[config.mk]
export PLATFORM = sky130hd
export DESIGN_NAME = smu_ctrl_top
export DESIGN_NICKNAME = d
export VERILOG_FILES = /design/src/smu_pkg.sv /design/src/smu_ctrl_top.sv /design/src/periph_spi_mux.sv /design/src/ctrl_reg_file.sv /design/src/spi_frame_rx.sv
export SDC_FILE = /design/constraint.sdc
export NUM_CORES = 1
export LEC_CHECK = 0
export ABC_AREA = 1
export ABC_CLOCK_PERIOD_IN_PS = 4500
export BUFFER_PORTS_ARGS = -buffer_cell sky130_fd_sc_hd__buf_2
export CORE_MARGIN = 3
export CORE_UTILIZATION = 47
export DETAILED_ROUTE_END_ITERATION = 8
export PLACE_DENSITY = 0.67
export SKIP_LAST_GASP = 1
export SLEW_MARGIN = 5
export SYNTH_ARGS = -nofsm -noshare
export SYNTH_HDL_FRONTEND = slang
export SYNTH_SLANG_ARGS = --single-unit
[constraint.sdc]
create_clock -name clk -period 4.5 [get_ports clk]
set_input_delay 0.45 -clock clk [delete_from_list [all_inputs] [get_ports clk]]
set_output_delay 0.45 -clock clk [all_outputs]
set_load 0.005 [all_outputs]
[src/smu_pkg.sv]
/*
  smu control package
  sizes, register addresses, board-safe defaults and the
  set/clear/toggle rule for the 4-bit control registers
*/
package smu_pkg;

  //////////////////////////////////////////////////
  // sizes

  // one control register, always 4 bits wide
  typedef logic [3:0] ctrl_nib_t;

  // downstream spi devices behind cs2
  localparam int NUM_PERIPH = 4;
  // address byte plus value byte
  localparam int FRAME_BITS = 16;
  // flops per synchroniser on the spi pins
  localparam int SYNC_STAGES = 2;

  //////////////////////////////////////////////////
  // frame format

  // high byte of a frame picks the register
  typedef enum logic [7:0] {
    addr_led              = 8'd7,
    addr_periph_sel       = 8'd8,
    addr_dac              = 8'd9,
    addr_rails            = 8'd10,
    addr_soft_reset       = 8'd11,
    addr_dac_ref_mux      = 8'd12,
    addr_adc              = 8'd14,
    addr_clamp1           = 8'd15,
    addr_clamp2           = 8'd16,
    addr_relay_com        = 8'd17,
    addr_irange_x_sw      = 8'd18,
    addr_rails_oe         = 8'd24,
    addr_ina_vfb_sw       = 8'd25,
    addr_ina_ifb_sw       = 8'd28,
    addr_ina_vfb_atten_sw = 8'd29,
    addr_isense_mux       = 8'd30,
    addr_relay_out        = 8'd31,
    addr_relay_vsense     = 8'd32,
    addr_irange_yz_sw     = 8'd33
  } reg_addr_e;

  // first bit on the wire is addr msb
  typedef struct packed {
    logic [7:0] addr;
    // low nibble sets, high nibble clears
    logic [7:0] val;
  } spi_frame_t;

  // fixed word shifted back to the host on every frame
  localparam logic [FRAME_BITS-1:0] SPI_REPLY = 16'hFF00;

  //////////////////////////////////////////////////
  // register bank

  // field order follows the address order
  typedef struct packed {
    ctrl_nib_t led;
    ctrl_nib_t periph_sel;
    ctrl_nib_t dac;
    ctrl_nib_t rails;
    ctrl_nib_t dac_ref_mux;
    ctrl_nib_t adc;
    ctrl_nib_t clamp1;
    ctrl_nib_t clamp2;
    ctrl_nib_t relay_com;
    ctrl_nib_t irange_x_sw;
    ctrl_nib_t rails_oe;
    ctrl_nib_t ina_vfb_sw;
    ctrl_nib_t ina_ifb_sw;
    ctrl_nib_t ina_vfb_atten_sw;
    ctrl_nib_t isense_mux;
    ctrl_nib_t relay_out;
    ctrl_nib_t relay_vsense;
    ctrl_nib_t irange_yz_sw;
  } ctrl_regs_t;

  // board-safe state after rst_n or a soft reset
  // active low switches and clamps sit off at 4'hF
  // rails_oe stays high until the rails are brought up
  localparam ctrl_regs_t CTRL_DEFAULTS = '{
    led:              4'h0,
    periph_sel:       4'h0,
    dac:              4'h0,
    rails:            4'h0,
    dac_ref_mux:      4'hF,
    adc:              4'h0,
    clamp1:           4'hF,
    clamp2:           4'hF,
    relay_com:        4'h0,
    irange_x_sw:      4'h0,
    rails_oe:         4'h1,
    ina_vfb_sw:       4'h0,
    ina_ifb_sw:       4'hF,
    ina_vfb_atten_sw: 4'hF,
    isense_mux:       4'hF,
    relay_out:        4'h0,
    relay_vsense:     4'h0,
    irange_yz_sw:     4'h0
  };

  // set/clear update of one register
  // bits named in both masks toggle, and then the rest of the masks is ignored
  function automatic ctrl_nib_t apply_update(input ctrl_nib_t old, input logic [7:0] val);
    ctrl_nib_t set_m;
    ctrl_nib_t clr_m;
    ctrl_nib_t both_m;
    set_m  = val[3:0];
    clr_m  = val[7:4];
    both_m = set_m & clr_m;
    if (|both_m)
    begin
      return old ^ both_m;
    end
    return (old | set_m) & ~clr_m;
  endfunction

endpackage
[src/smu_ctrl_top.sv]
/*
  smu board control top level
  spi register interface to the board control lines, plus the
  cs2 pass-through to the downstream spi peripherals
*/
`timescale 1ns/1ps

module smu_ctrl_top (
  input  logic                           clk,
  input  logic                           rst_n,
  // host spi
  input  logic                           sck,
  input  logic                           cs_n,
  input  logic                           mosi,
  input  logic                           cs2_n,
  output logic                           miso,
  // downstream spi
  output logic                           periph_sck,
  output logic                           periph_mosi,
  output logic [smu_pkg::NUM_PERIPH-1:0] periph_cs_n,
  input  logic [smu_pkg::NUM_PERIPH-1:0] periph_miso,
  // control registers, mapped to pins by the board wrapper
  output smu_pkg::ctrl_regs_t            regs
);

  smu_pkg::spi_frame_t frame;
  logic                frame_valid;
  logic                reply_bit;

  // sck and mosi fan out to every peripheral unchanged
  assign periph_sck  = sck;
  assign periph_mosi = mosi;

  //////////////////////////////////////////////////
  // register path

  spi_frame_rx i_spi_frame_rx (
    .clk         (clk),
    .rst_n       (rst_n),
    .sck         (sck),
    .cs_n        (cs_n),
    .mosi        (mosi),
    .frame       (frame),
    .frame_valid (frame_valid),
    .reply_bit   (reply_bit)
  );

  ctrl_reg_file i_ctrl_reg_file (
    .clk         (clk),
    .rst_n       (rst_n),
    .frame       (frame),
    .frame_valid (frame_valid),
    .regs        (regs)
  );

  //////////////////////////////////////////////////
  // peripheral routing

  periph_spi_mux i_periph_spi_mux (
    .cs2_n       (cs2_n),
    .periph_sel  (regs.periph_sel),
    .reply_bit   (reply_bit),
    .periph_miso (periph_miso),
    .periph_cs_n (periph_cs_n),
    .miso        (miso)
  );

endmodule

[src/periph_spi_mux.sv]
/*
  downstream spi mux
  cs2_n gates the peripheral chip selects picked by periph_sel
  and chooses which device drives the shared miso line
*/
`timescale 1ns/1ps

module periph_spi_mux (
  input  logic                          cs2_n,
  input  smu_pkg::ctrl_nib_t            periph_sel,
  input  logic                          reply_bit,
  input  logic [smu_pkg::NUM_PERIPH-1:0] periph_miso,
  output logic [smu_pkg::NUM_PERIPH-1:0] periph_cs_n,
  output logic                          miso
);

  // one select bit per downstream device
  logic [smu_pkg::NUM_PERIPH-1:0] sel;
  logic [smu_pkg::NUM_PERIPH-1:0] sel_miso;

  assign sel      = periph_sel[smu_pkg::NUM_PERIPH-1:0];
  assign sel_miso = sel & periph_miso;

  //////////////////////////////////////////////////
  // chip select and miso

  // no clk here, downstream traffic runs at sck only
  always_comb
  begin
    if (cs2_n)
    begin
      // cs2 idle so every device deselected
      // fpga reply word owns miso
      periph_cs_n = '1;
      miso        = reply_bit;
    end
    else
    begin
      // selected devices see cs asserted low
      periph_cs_n = ~sel;
      // any selected device pulling high wins
      miso        = |sel_miso;
    end
  end

endmodule

[src/ctrl_reg_file.sv]
/*
  control register file
  eighteen 4-bit board control registers, written by spi frames with
  set/clear/toggle masks, plus a soft reset back to safe defaults
*/
`timescale 1ns/1ps

module ctrl_reg_file (
  input  logic                clk,
  input  logic                rst_n,
  input  smu_pkg::spi_frame_t frame,
  input  logic                frame_valid,
  output smu_pkg::ctrl_regs_t regs
);

  smu_pkg::ctrl_regs_t regs_q;
  smu_pkg::ctrl_regs_t regs_d;
  smu_pkg::reg_addr_e  addr;

  // high byte decoded as an address
  assign addr = smu_pkg::reg_addr_e'(frame.addr);

  //////////////////////////////////////////////////
  // next state

  always_comb
  begin
    regs_d = regs_q;
    if (frame_valid)
    begin
      case (addr)
        smu_pkg::addr_led:
          regs_d.led = smu_pkg::apply_update(regs_q.led, frame.val);
        // selects downstream cs2 target
        smu_pkg::addr_periph_sel:
          regs_d.periph_sel = smu_pkg::apply_update(regs_q.periph_sel, frame.val);
        smu_pkg::addr_dac:
          regs_d.dac = smu_pkg::apply_update(regs_q.dac, frame.val);
        smu_pkg::addr_rails:
          regs_d.rails = smu_pkg::apply_update(regs_q.rails, frame.val);
        // whole bank back to board-safe state
        smu_pkg::addr_soft_reset:
          regs_d = smu_pkg::CTRL_DEFAULTS;
        smu_pkg::addr_dac_ref_mux:
          regs_d.dac_ref_mux = smu_pkg::apply_update(regs_q.dac_ref_mux, frame.val);
        smu_pkg::addr_adc:
          regs_d.adc = smu_pkg::apply_update(regs_q.adc, frame.val);
        // clamps
        smu_pkg::addr_clamp1:
          regs_d.clamp1 = smu_pkg::apply_update(regs_q.clamp1, frame.val);
        smu_pkg::addr_clamp2:
          regs_d.clamp2 = smu_pkg::apply_update(regs_q.clamp2, frame.val);
        smu_pkg::addr_relay_com:
          regs_d.relay_com = smu_pkg::apply_update(regs_q.relay_com, frame.val);
        smu_pkg::addr_irange_x_sw:
          regs_d.irange_x_sw = smu_pkg::apply_update(regs_q.irange_x_sw, frame.val);
        // rail output enable is active low
        smu_pkg::addr_rails_oe:
          regs_d.rails_oe = smu_pkg::apply_update(regs_q.rails_oe, frame.val);
        // ina feedback switches
        smu_pkg::addr_ina_vfb_sw:
          regs_d.ina_vfb_sw = smu_pkg::apply_update(regs_q.ina_vfb_sw, frame.val);
        smu_pkg::addr_ina_ifb_sw:
          regs_d.ina_ifb_sw = smu_pkg::apply_update(regs_q.ina_ifb_sw, frame.val);
        smu_pkg::addr_ina_vfb_atten_sw:
          regs_d.ina_vfb_atten_sw =
            smu_pkg::apply_update(regs_q.ina_vfb_atten_sw, frame.val);
        smu_pkg::addr_isense_mux:
          regs_d.isense_mux = smu_pkg::apply_update(regs_q.isense_mux, frame.val);
        // output relays
        smu_pkg::addr_relay_out:
          regs_d.relay_out = smu_pkg::apply_update(regs_q.relay_out, frame.val);
        smu_pkg::addr_relay_vsense:
          regs_d.relay_vsense = smu_pkg::apply_update(regs_q.relay_vsense, frame.val);
        smu_pkg::addr_irange_yz_sw:
          regs_d.irange_yz_sw = smu_pkg::apply_update(regs_q.irange_yz_sw, frame.val);
        // unknown address, frame dropped
        default:
          regs_d = regs_q;
      endcase
    end
  end

  //////////////////////////////////////////////////
  // register bank

  // rst_n loads the same defaults as the soft reset
  always_ff @(posedge clk or negedge rst_n)
  begin
    if (!rst_n)
    begin
      regs_q <= smu_pkg::CTRL_DEFAULTS;
    end
    else
    begin
      regs_q <= regs_d;
    end
  end

  assign regs = regs_q;

endmodule

[src/spi_frame_rx.sv]
/*
  spi frame receiver, mode 0
  brings sck, cs_n and mosi into the clk domain, collects a 16-bit frame
  and shifts the fixed reply word back out msb first
*/
`timescale 1ns/1ps

module spi_frame_rx (
  input  logic                clk,
  input  logic                rst_n,
  input  logic                sck,
  input  logic                cs_n,
  input  logic                mosi,
  output smu_pkg::spi_frame_t frame,
  output logic                frame_valid,
  output logic                reply_bit
);

  //////////////////////////////////////////////////
  // synchronisers

  // one extra stage on sck and cs_n for edge detect
  logic [smu_pkg::SYNC_STAGES:0]   sck_sync;
  logic [smu_pkg::SYNC_STAGES:0]   cs_sync;
  logic [smu_pkg::SYNC_STAGES-1:0] mosi_sync;

  logic sck_s;
  logic sck_d;
  logic cs_s;
  logic cs_d;
  logic mosi_s;

  logic sck_rise;
  logic sck_fall;
  logic cs_fall;
  logic cs_rise;
  logic cs_act;

  // saturating count so long frames never wrap back to 16
  logic [$clog2(smu_pkg::FRAME_BITS):0] bit_cnt;
  logic [smu_pkg::FRAME_BITS-1:0]       shift_q;
  logic [smu_pkg::FRAME_BITS-1:0]       reply_q;

  // idle bus is sck low and cs_n high
  always_ff @(posedge clk or negedge rst_n)
  begin
    if (!rst_n)
    begin
      sck_sync  <= '0;
      cs_sync   <= '1;
      mosi_sync <= '0;
    end
    else
    begin
      sck_sync  <= {sck_sync[smu_pkg::SYNC_STAGES-1:0], sck};
      cs_sync   <= {cs_sync[smu_pkg::SYNC_STAGES-1:0], cs_n};
      mosi_sync <= {mosi_sync[smu_pkg::SYNC_STAGES-2:0], mosi};
    end
  end

  assign sck_s  = sck_sync[smu_pkg::SYNC_STAGES-1];
  assign sck_d  = sck_sync[smu_pkg::SYNC_STAGES];
  assign cs_s   = cs_sync[smu_pkg::SYNC_STAGES-1];
  assign cs_d   = cs_sync[smu_pkg::SYNC_STAGES];
  assign mosi_s = mosi_sync[smu_pkg::SYNC_STAGES-1];

  // edges seen in the clk domain
  assign sck_rise = sck_s & ~sck_d;
  assign sck_fall = ~sck_s & sck_d;
  assign cs_fall  = ~cs_s & cs_d;
  assign cs_rise  = cs_s & ~cs_d;
  assign cs_act   = ~cs_s;

  //////////////////////////////////////////////////
  // frame capture

  // mosi into lsb, first bit ends up in addr msb
  always_ff @(posedge clk)
  begin
    if (cs_act && sck_rise)
    begin
      shift_q <= {shift_q[smu_pkg::FRAME_BITS-2:0], mosi_s};
    end
  end

  always_ff @(posedge clk or negedge rst_n)
  begin
    if (!rst_n)
    begin
      bit_cnt     <= '0;
      reply_q     <= '0;
      frame_valid <= 1'b0;
    end
    else
    begin
      // only a frame of exactly 16 bits counts
      frame_valid <= cs_rise &&
                     (bit_cnt == ($clog2(smu_pkg::FRAME_BITS) + 1)'(smu_pkg::FRAME_BITS));
      if (cs_fall)
      begin
        // new frame, reply msb goes out before the first sck
        bit_cnt <= '0;
        reply_q <= smu_pkg::SPI_REPLY;
      end
      else if (cs_act)
      begin
        if (sck_rise && !(&bit_cnt))
        begin
          bit_cnt <= bit_cnt + 1'b1;
        end
        // next reply bit on falling sck, zero fill
        if (sck_fall)
        begin
          reply_q <= {reply_q[smu_pkg::FRAME_BITS-2:0], 1'b0};
        end
      end
    end
  end

  assign frame     = shift_q;
  assign reply_bit = reply_q[smu_pkg::FRAME_BITS-1];

endmodule

== After elaboration in Yosys (flattened, before gate mapping) ==
Cells that the tools add are included.
Cells by class
  add/subtract/negate cells: 1
  equal/unequal tests: 21
  mux-type cells: 99
  bitwise logic cells: 66
  reductions and logical operators: 47
Operators by type and width (number)
  $mux W4: 37
  $pmux W4 S2: 18
  $and A4 B4 Y4: 20
  $eq A8 B5 Y1 const B: 9
  $or A4 B4 Y4: 18
  $xor A4 B4 Y4: 18
  $eq A8 B4 Y1 const B: 7
  $mux W16: 3
  $reduce_and A2 Y1: 20
  $reduce_bool A2 Y1: 20
  $mux W1: 38
  $eq A8 B6 Y1 const B: 2
  $mux W5: 3
  $eq A8 B3 Y1 const B: 1
  $not A4 Y4: 2
  $reduce_or A4 Y1: 2
  $add A5 B1 Y5 const B: 1
  $eq A5 B5 Y1 const B: 1
  $reduce_and A5 Y1: 1
  $and A1 B1 Y1: 4
  $not A1 Y1: 4
  $logic_and A1 B1 Y1: 3
  $ne A2 B2 Y1 const B: 1
  $logic_not A1 Y1: 1
Storage, ports and cells
  register bits after elaboration: 118
  bits of input ports: 10
  output and inout port bits: 79
  word-level logic and storage cells: 259

== Logic depth before layout (Yosys ltp) ==
  word-level depth: 7
  gate-level depth with buffers: 10
  mapped depth without buffers: 9

== By module ==
Synthesis repeated with hierarchy kept, for this count alone.
Second synthesis, totals
  cell total of the unflattened synthesis: 950
  area, all modules: 6910.4 sq um
Modules (own cells, without submodules)
  ctrl_reg_file: instances 1, cells an instance 833, area each 5450.2 sq um, seq. area each 1833.0 sq um
  spi_frame_rx: instances 1, cells an instance 101, area each 1383.8 sq um, seq. area each 1034.7 sq um
  periph_spi_mux: instances 1, cells an instance 14, area each 61.3 sq um, seq. area each 0.0 sq um
  smu_ctrl_top: instances 1, cells an instance 2, area each 15.0 sq um, seq. area each 0.0 sq um

== Worst setup path before layout ==
OpenSTA, ideal clock, no wires.
  kind: register to register
  start: register i_spi_frame_rx.sck_sync[2] (netlist bit)
  end: register i_spi_frame_rx.shift_q (netlist bit i_spi_frame_rx.frame[0]), enable pin
  library setup time: 0.414 ns
  arrival: 1.656 ns
  required time: 4.086 ns
  setup slack: 2.430 ns
  stages on the path, launching flop included: 2
  buffers on the path: 0
  period minus slack after synthesis: 2.070 ns
  path through: dfrtp_1 nor3_1
On the way
  cells in the longest elaborated chain, start to end: 3
RTL lines
  start, declared: line spi_frame_rx.sv:23  | logic [smu_pkg::SYNC_STAGES:0] sck_sync;
  start signal, assigned: line spi_frame_rx.sv:55  | sck_sync <= {sck_sync[smu_pkg::SYNC_STAGES-1:0], sck};
  $not A1 Y1: line spi_frame_rx.sv:68  | assign sck_rise = sck_s & ~sck_d;
  $and A1 B1 Y1: line spi_frame_rx.sv:68
  $logic_and A1 B1 Y1: line spi_frame_rx.sv:80  | if (cs_act && sck_rise)
  end signal, assigned: line spi_frame_rx.sv:82  | shift_q <= {shift_q[smu_pkg::FRAME_BITS-2:0], mosi_s};
  end, declared: line spi_frame_rx.sv:41  | logic [smu_pkg::FRAME_BITS-1:0] shift_q;
No other way between the ends.
A chain may end at the register's enable or synchronous reset.

== Final worst setup path ==
  start: register i_spi_frame_rx.shift_q (netlist bit i_spi_frame_rx.frame[1])
  end: register i_ctrl_reg_file.regs_q (netlist bit i_ctrl_reg_file.regs[69])
On the way
  cells in the longest elaborated chain, start to end: 7
  elaborated cells on any way between the ends: 11
  classes of those cells: 6 x mux; 4 x bitwise; 1 x reduce/logical
RTL lines
  $and A4 B4 Y4: line smu_pkg.sv:114  | both_m = set_m & clr_m;
  $reduce_or A4 Y1: line smu_pkg.sv:115  | if (|both_m)
  $mux W1: line smu_pkg.sv:115
  $mux W1: line ctrl_reg_file.sv:31  | case (addr)
  $mux W1: line ctrl_reg_file.sv:29  | if (frame_valid)
  $mux W4 (*): line smu_pkg.sv:119  | return (old | set_m) & ~clr_m;
  $pmux W4 S2 (*): line ctrl_reg_file.sv:31
  end signal, assigned: line ctrl_reg_file.sv:92  | regs_q <= smu_pkg::CTRL_DEFAULTS;
  end signal, assigned: line ctrl_reg_file.sv:96  | regs_q <= regs_d;
  end, declared: line ctrl_reg_file.sv:16  | smu_pkg::ctrl_regs_t regs_q;
Mark *: on every way between the ends. The rest lies on a longest branch, timed or not. The select of a mux whose other input is x is not followed.

==> flow_summary.yaml <==
synth:
  post_synth.cell_area_avg_um2: 7.24
  syn-num-nets: 966
  synth-seq-area-share: 0.416
  yosysUniqueCellTypes: 31
  synthCells: 953
  yosys_warnings: 0
  synth_area_um2: 6900
  ys_ff_latch: 110
clock_network:
  cts_made_buffers: 9
  cts_buffer_depth: 2
  cts_setup_buffers: 0
  cts_hold_repair.buffers: 0
  cts_tree: "built"
  clk_latency_ns: 0.36
  cts-resized-gates: 0
  cts-root-buf: "clkbuf_16"
  cts_max_level: 3
  cts.sinks: 110
  cts.clk_slew.worst_paths_ns: 0.07
floorplan:
  start_util: 0.490
  io_pins: 89
  die_area_um2: 16200
  die_h_um: 127
  dieWidth_um: 127
  fp-row-count: 43
  core-area_um2: 14100
timing:
  final_hold_viol_count: 0
  setup_violations: 0
  fmax_mhz: 396
  fin_ws_ns: 1.98
  slew_violations: 0
  rsz0062_at_grt: "no"
  fin_skew_ns: 0.00826
  worst_slew_pin_slew_ns: 1.00
  min_period_ns: 2.52
  fin_setup_tns_ns: 0
  maxSlewHeadroom: 0.332
  timing.final.crit_share: 0.561
drt:
  vias: 6389
  vias_per_cell: 5.32
  drtAntennaViolNets: 0
  drt_iter0_markers: 541
  wl_per_cell_um: 15.6
  drc: 0
  first_pass_iters: 6
  routed_wl_um: 18700
finish:
  antennaDiodeCount: 0
  drive_gt1_frac: 0.170
  area_growth_pct: 10.0
  final_util: 0.539
  final_nets: 1028
place:
  gp_congestion: 0.894
  pre_cts_slack_ns: 2.03
  dp_hpwl_um: 12500
  port_buffers: 88
run_status:
  outcome: "finished, final reports clean"
setup_path:
  crit_buf_inv: 0
  cpPeakStageDelay_ns: 0.80
  slowest_stage: "nor2_8"
  critPathRequiredTime_ns: 4.79
  crit_chain: "nand2_4, nand2_4, nor2_8, nand3_1, nand2_1, nand2_1, nand2_1"
  cp.arrival_ns: 2.82
  crit_top_cell: "nand2_1"
  crit_fanout: 73
  cp.depth: 7
  crit_family: "simple AND/OR/NAND/NOR gates"
  crit_path_start_kind: "flip-flop"
  critical_path_class: "reg -> reg"
  cp-end-kind: "flip-flop"
  reg2reg_depth: 7
global_route:
  grt_pass1_vias: 5862
  grt_start_max_net_pins: 74
  gr-total-overflow: 0
  grt.total_usage: 0.235
  grt_pass1_wl_um: 30500
  antenna_found_initial: 0
power:
  p_leak_nw: 4.03
  p_per_area_nw_per_um2: 253
  ir_worst_vdd_mv: 0.257
min_path:
  hold_path.class: "in -> async"
flow_run:
  maxCapViolations: 0
## kinds of logic (layout without fill, tap and decap cells)
logic type                 count (synthesis)  in the layout  share of synthesized area
adders and majority gates                  3              3                    0.00544
AOI/OAI and AO/OA                        106            106                     0.0801
DFF                                      110            110                      0.416
xor gates and xnor gates                  54             54                     0.0685
buffers and inverters                    142            209                     0.0963
and+or+nand+nor                          538            538                      0.334
## layout by cell type, fill, tap and decap left out
cell type     n
nand2_1     359
inv_1        93
nand3_1      89
buf_2        87
dfrtp_1      66
nor2_1       55
xor2_1       54
a21oi_1      43
o21ai_0      42
dfstp_2      28
edfxtp_1     16
o21ai_1      12
inv_2        10
clkbuf_16     9
nor2_2        7
nand2_4       7
a22oi_1       6
nand2_2       6
nor2_4        5
nor3_1        3
ha_1          3
inv_6         3
buf_4         3
nor3_2        2
nand4_1       2
clkinv_4      2
a31oi_1       1
a41oi_1       1
nor2_8        1
a211oi_1      1
nand3_4       1
nand3_2       1
clkinv_1      1
clkinvlp_4    1
## through the flow
stage	power, mW	cells	area [um^2]	hold slack, ns
2_1_floorplan	1.13	953	6900	0.154
3_3_place_gp	1.17	1184	7310	0.332
3_5_place_dp	1.17	1184	7310	0.354
4_1_cts	1.95	1200	7590	0.169
5_1_grt	2.00	1200	7590	0.173
6_report	1.92	1200	7590	0.155
## layer usage
metal,GRT usage,up-vias,wire length [um],share of wire
met4,0.0770,0,323,0.017
met3,0.0464,27,1270,0.068
met5,0,-,0,0
li1,-,3110,-,-
met1,0.335,2992,8550,0.46
met2,0.363,260,8590,0.46
## Yosys cell counts
master      n  area, um^2
dfstp_2    28         736
buf_4      14         105
nand4_1     2        12.5
nor2_2      7        43.8
inv_1      93         349
dfrtp_1    66        1650
o21ai_0    42         210
nor3_2      1        10.0
nand3_4     1        17.5
xor2_1     54         473
ha_1        3        37.5
nor3_1      4        20.0
a21oi_1    43         215
a31oi_1     1        6.26
inv_2      10        37.5
buf_6       9         101
nor2_8      1        20.0
nor2_1     55         206
o21ai_1    12        60.1
a41oi_1     1        8.76
nand3_1    89         445
nand3_2     1        10.0
edfxtp_1   16         480
nand2_2     6        37.5
nor2_4      5        56.3
clkbuf_1    7        26.3
buf_2       9        45.0
a22oi_1     6        45.0
nand2_4     7        78.8
a211oi_1    1        7.51
nand2_1   359        1350
## sequential cells by signal, summed over array words and instances (netlist names)
register,count
i_spi_frame_rx.frame,16
i_spi_frame_rx.mosi_sync,2
i_spi_frame_rx.cs_sync,3
i_spi_frame_rx.reply_q,8
i_spi_frame_rx.frame_valid,1
i_spi_frame_rx.sck_sync,3
i_spi_frame_rx.bit_cnt,5
i_ctrl_reg_file.regs,72
## report_power, final
part | total, mW | switching, mW | internal, mW | leakage (nW)
clock network | 0.770 | 0.388 | 0.382 | 0.134
registers | 1.04 | 0.0152 | 1.02 | 1.31
logic | 0.118 | 0.0863 | 0.0315 | 2.59
## worst paths after layout
| check | startpoint | to | slack, ns |
|---|---|---|---|
| hold / removal | rst_n | i_ctrl_reg_file.regs[68] | 0.15 |
| setup / recovery | i_spi_frame_rx.frame[1] | i_ctrl_reg_file.regs[69] | 1.98 |
| max in group asynchronous | rst_n | i_ctrl_reg_file.regs[28] | 3.37 |
| min in group clk | cs_n | i_spi_frame_rx.cs_sync[0] | 0.18 |
| hold reg to reg | i_spi_frame_rx.sck_sync[0] | i_spi_frame_rx.sck_sync[1] | 0.36 |
| setup reg to reg | i_spi_frame_rx.frame[1] | i_ctrl_reg_file.regs[69] | 1.98 |
## cell type report
cell class	instances	area (um^2)
fill	1393	6500
timing repair buffer	90	458
multi-input combinational	701	3370
clock buffer	9	225
tap	180	225
clock inverter	7	55.1
inverter	103	387
sequential	110	2870
No activity file was read; power rests on OpenSTA's default activity.
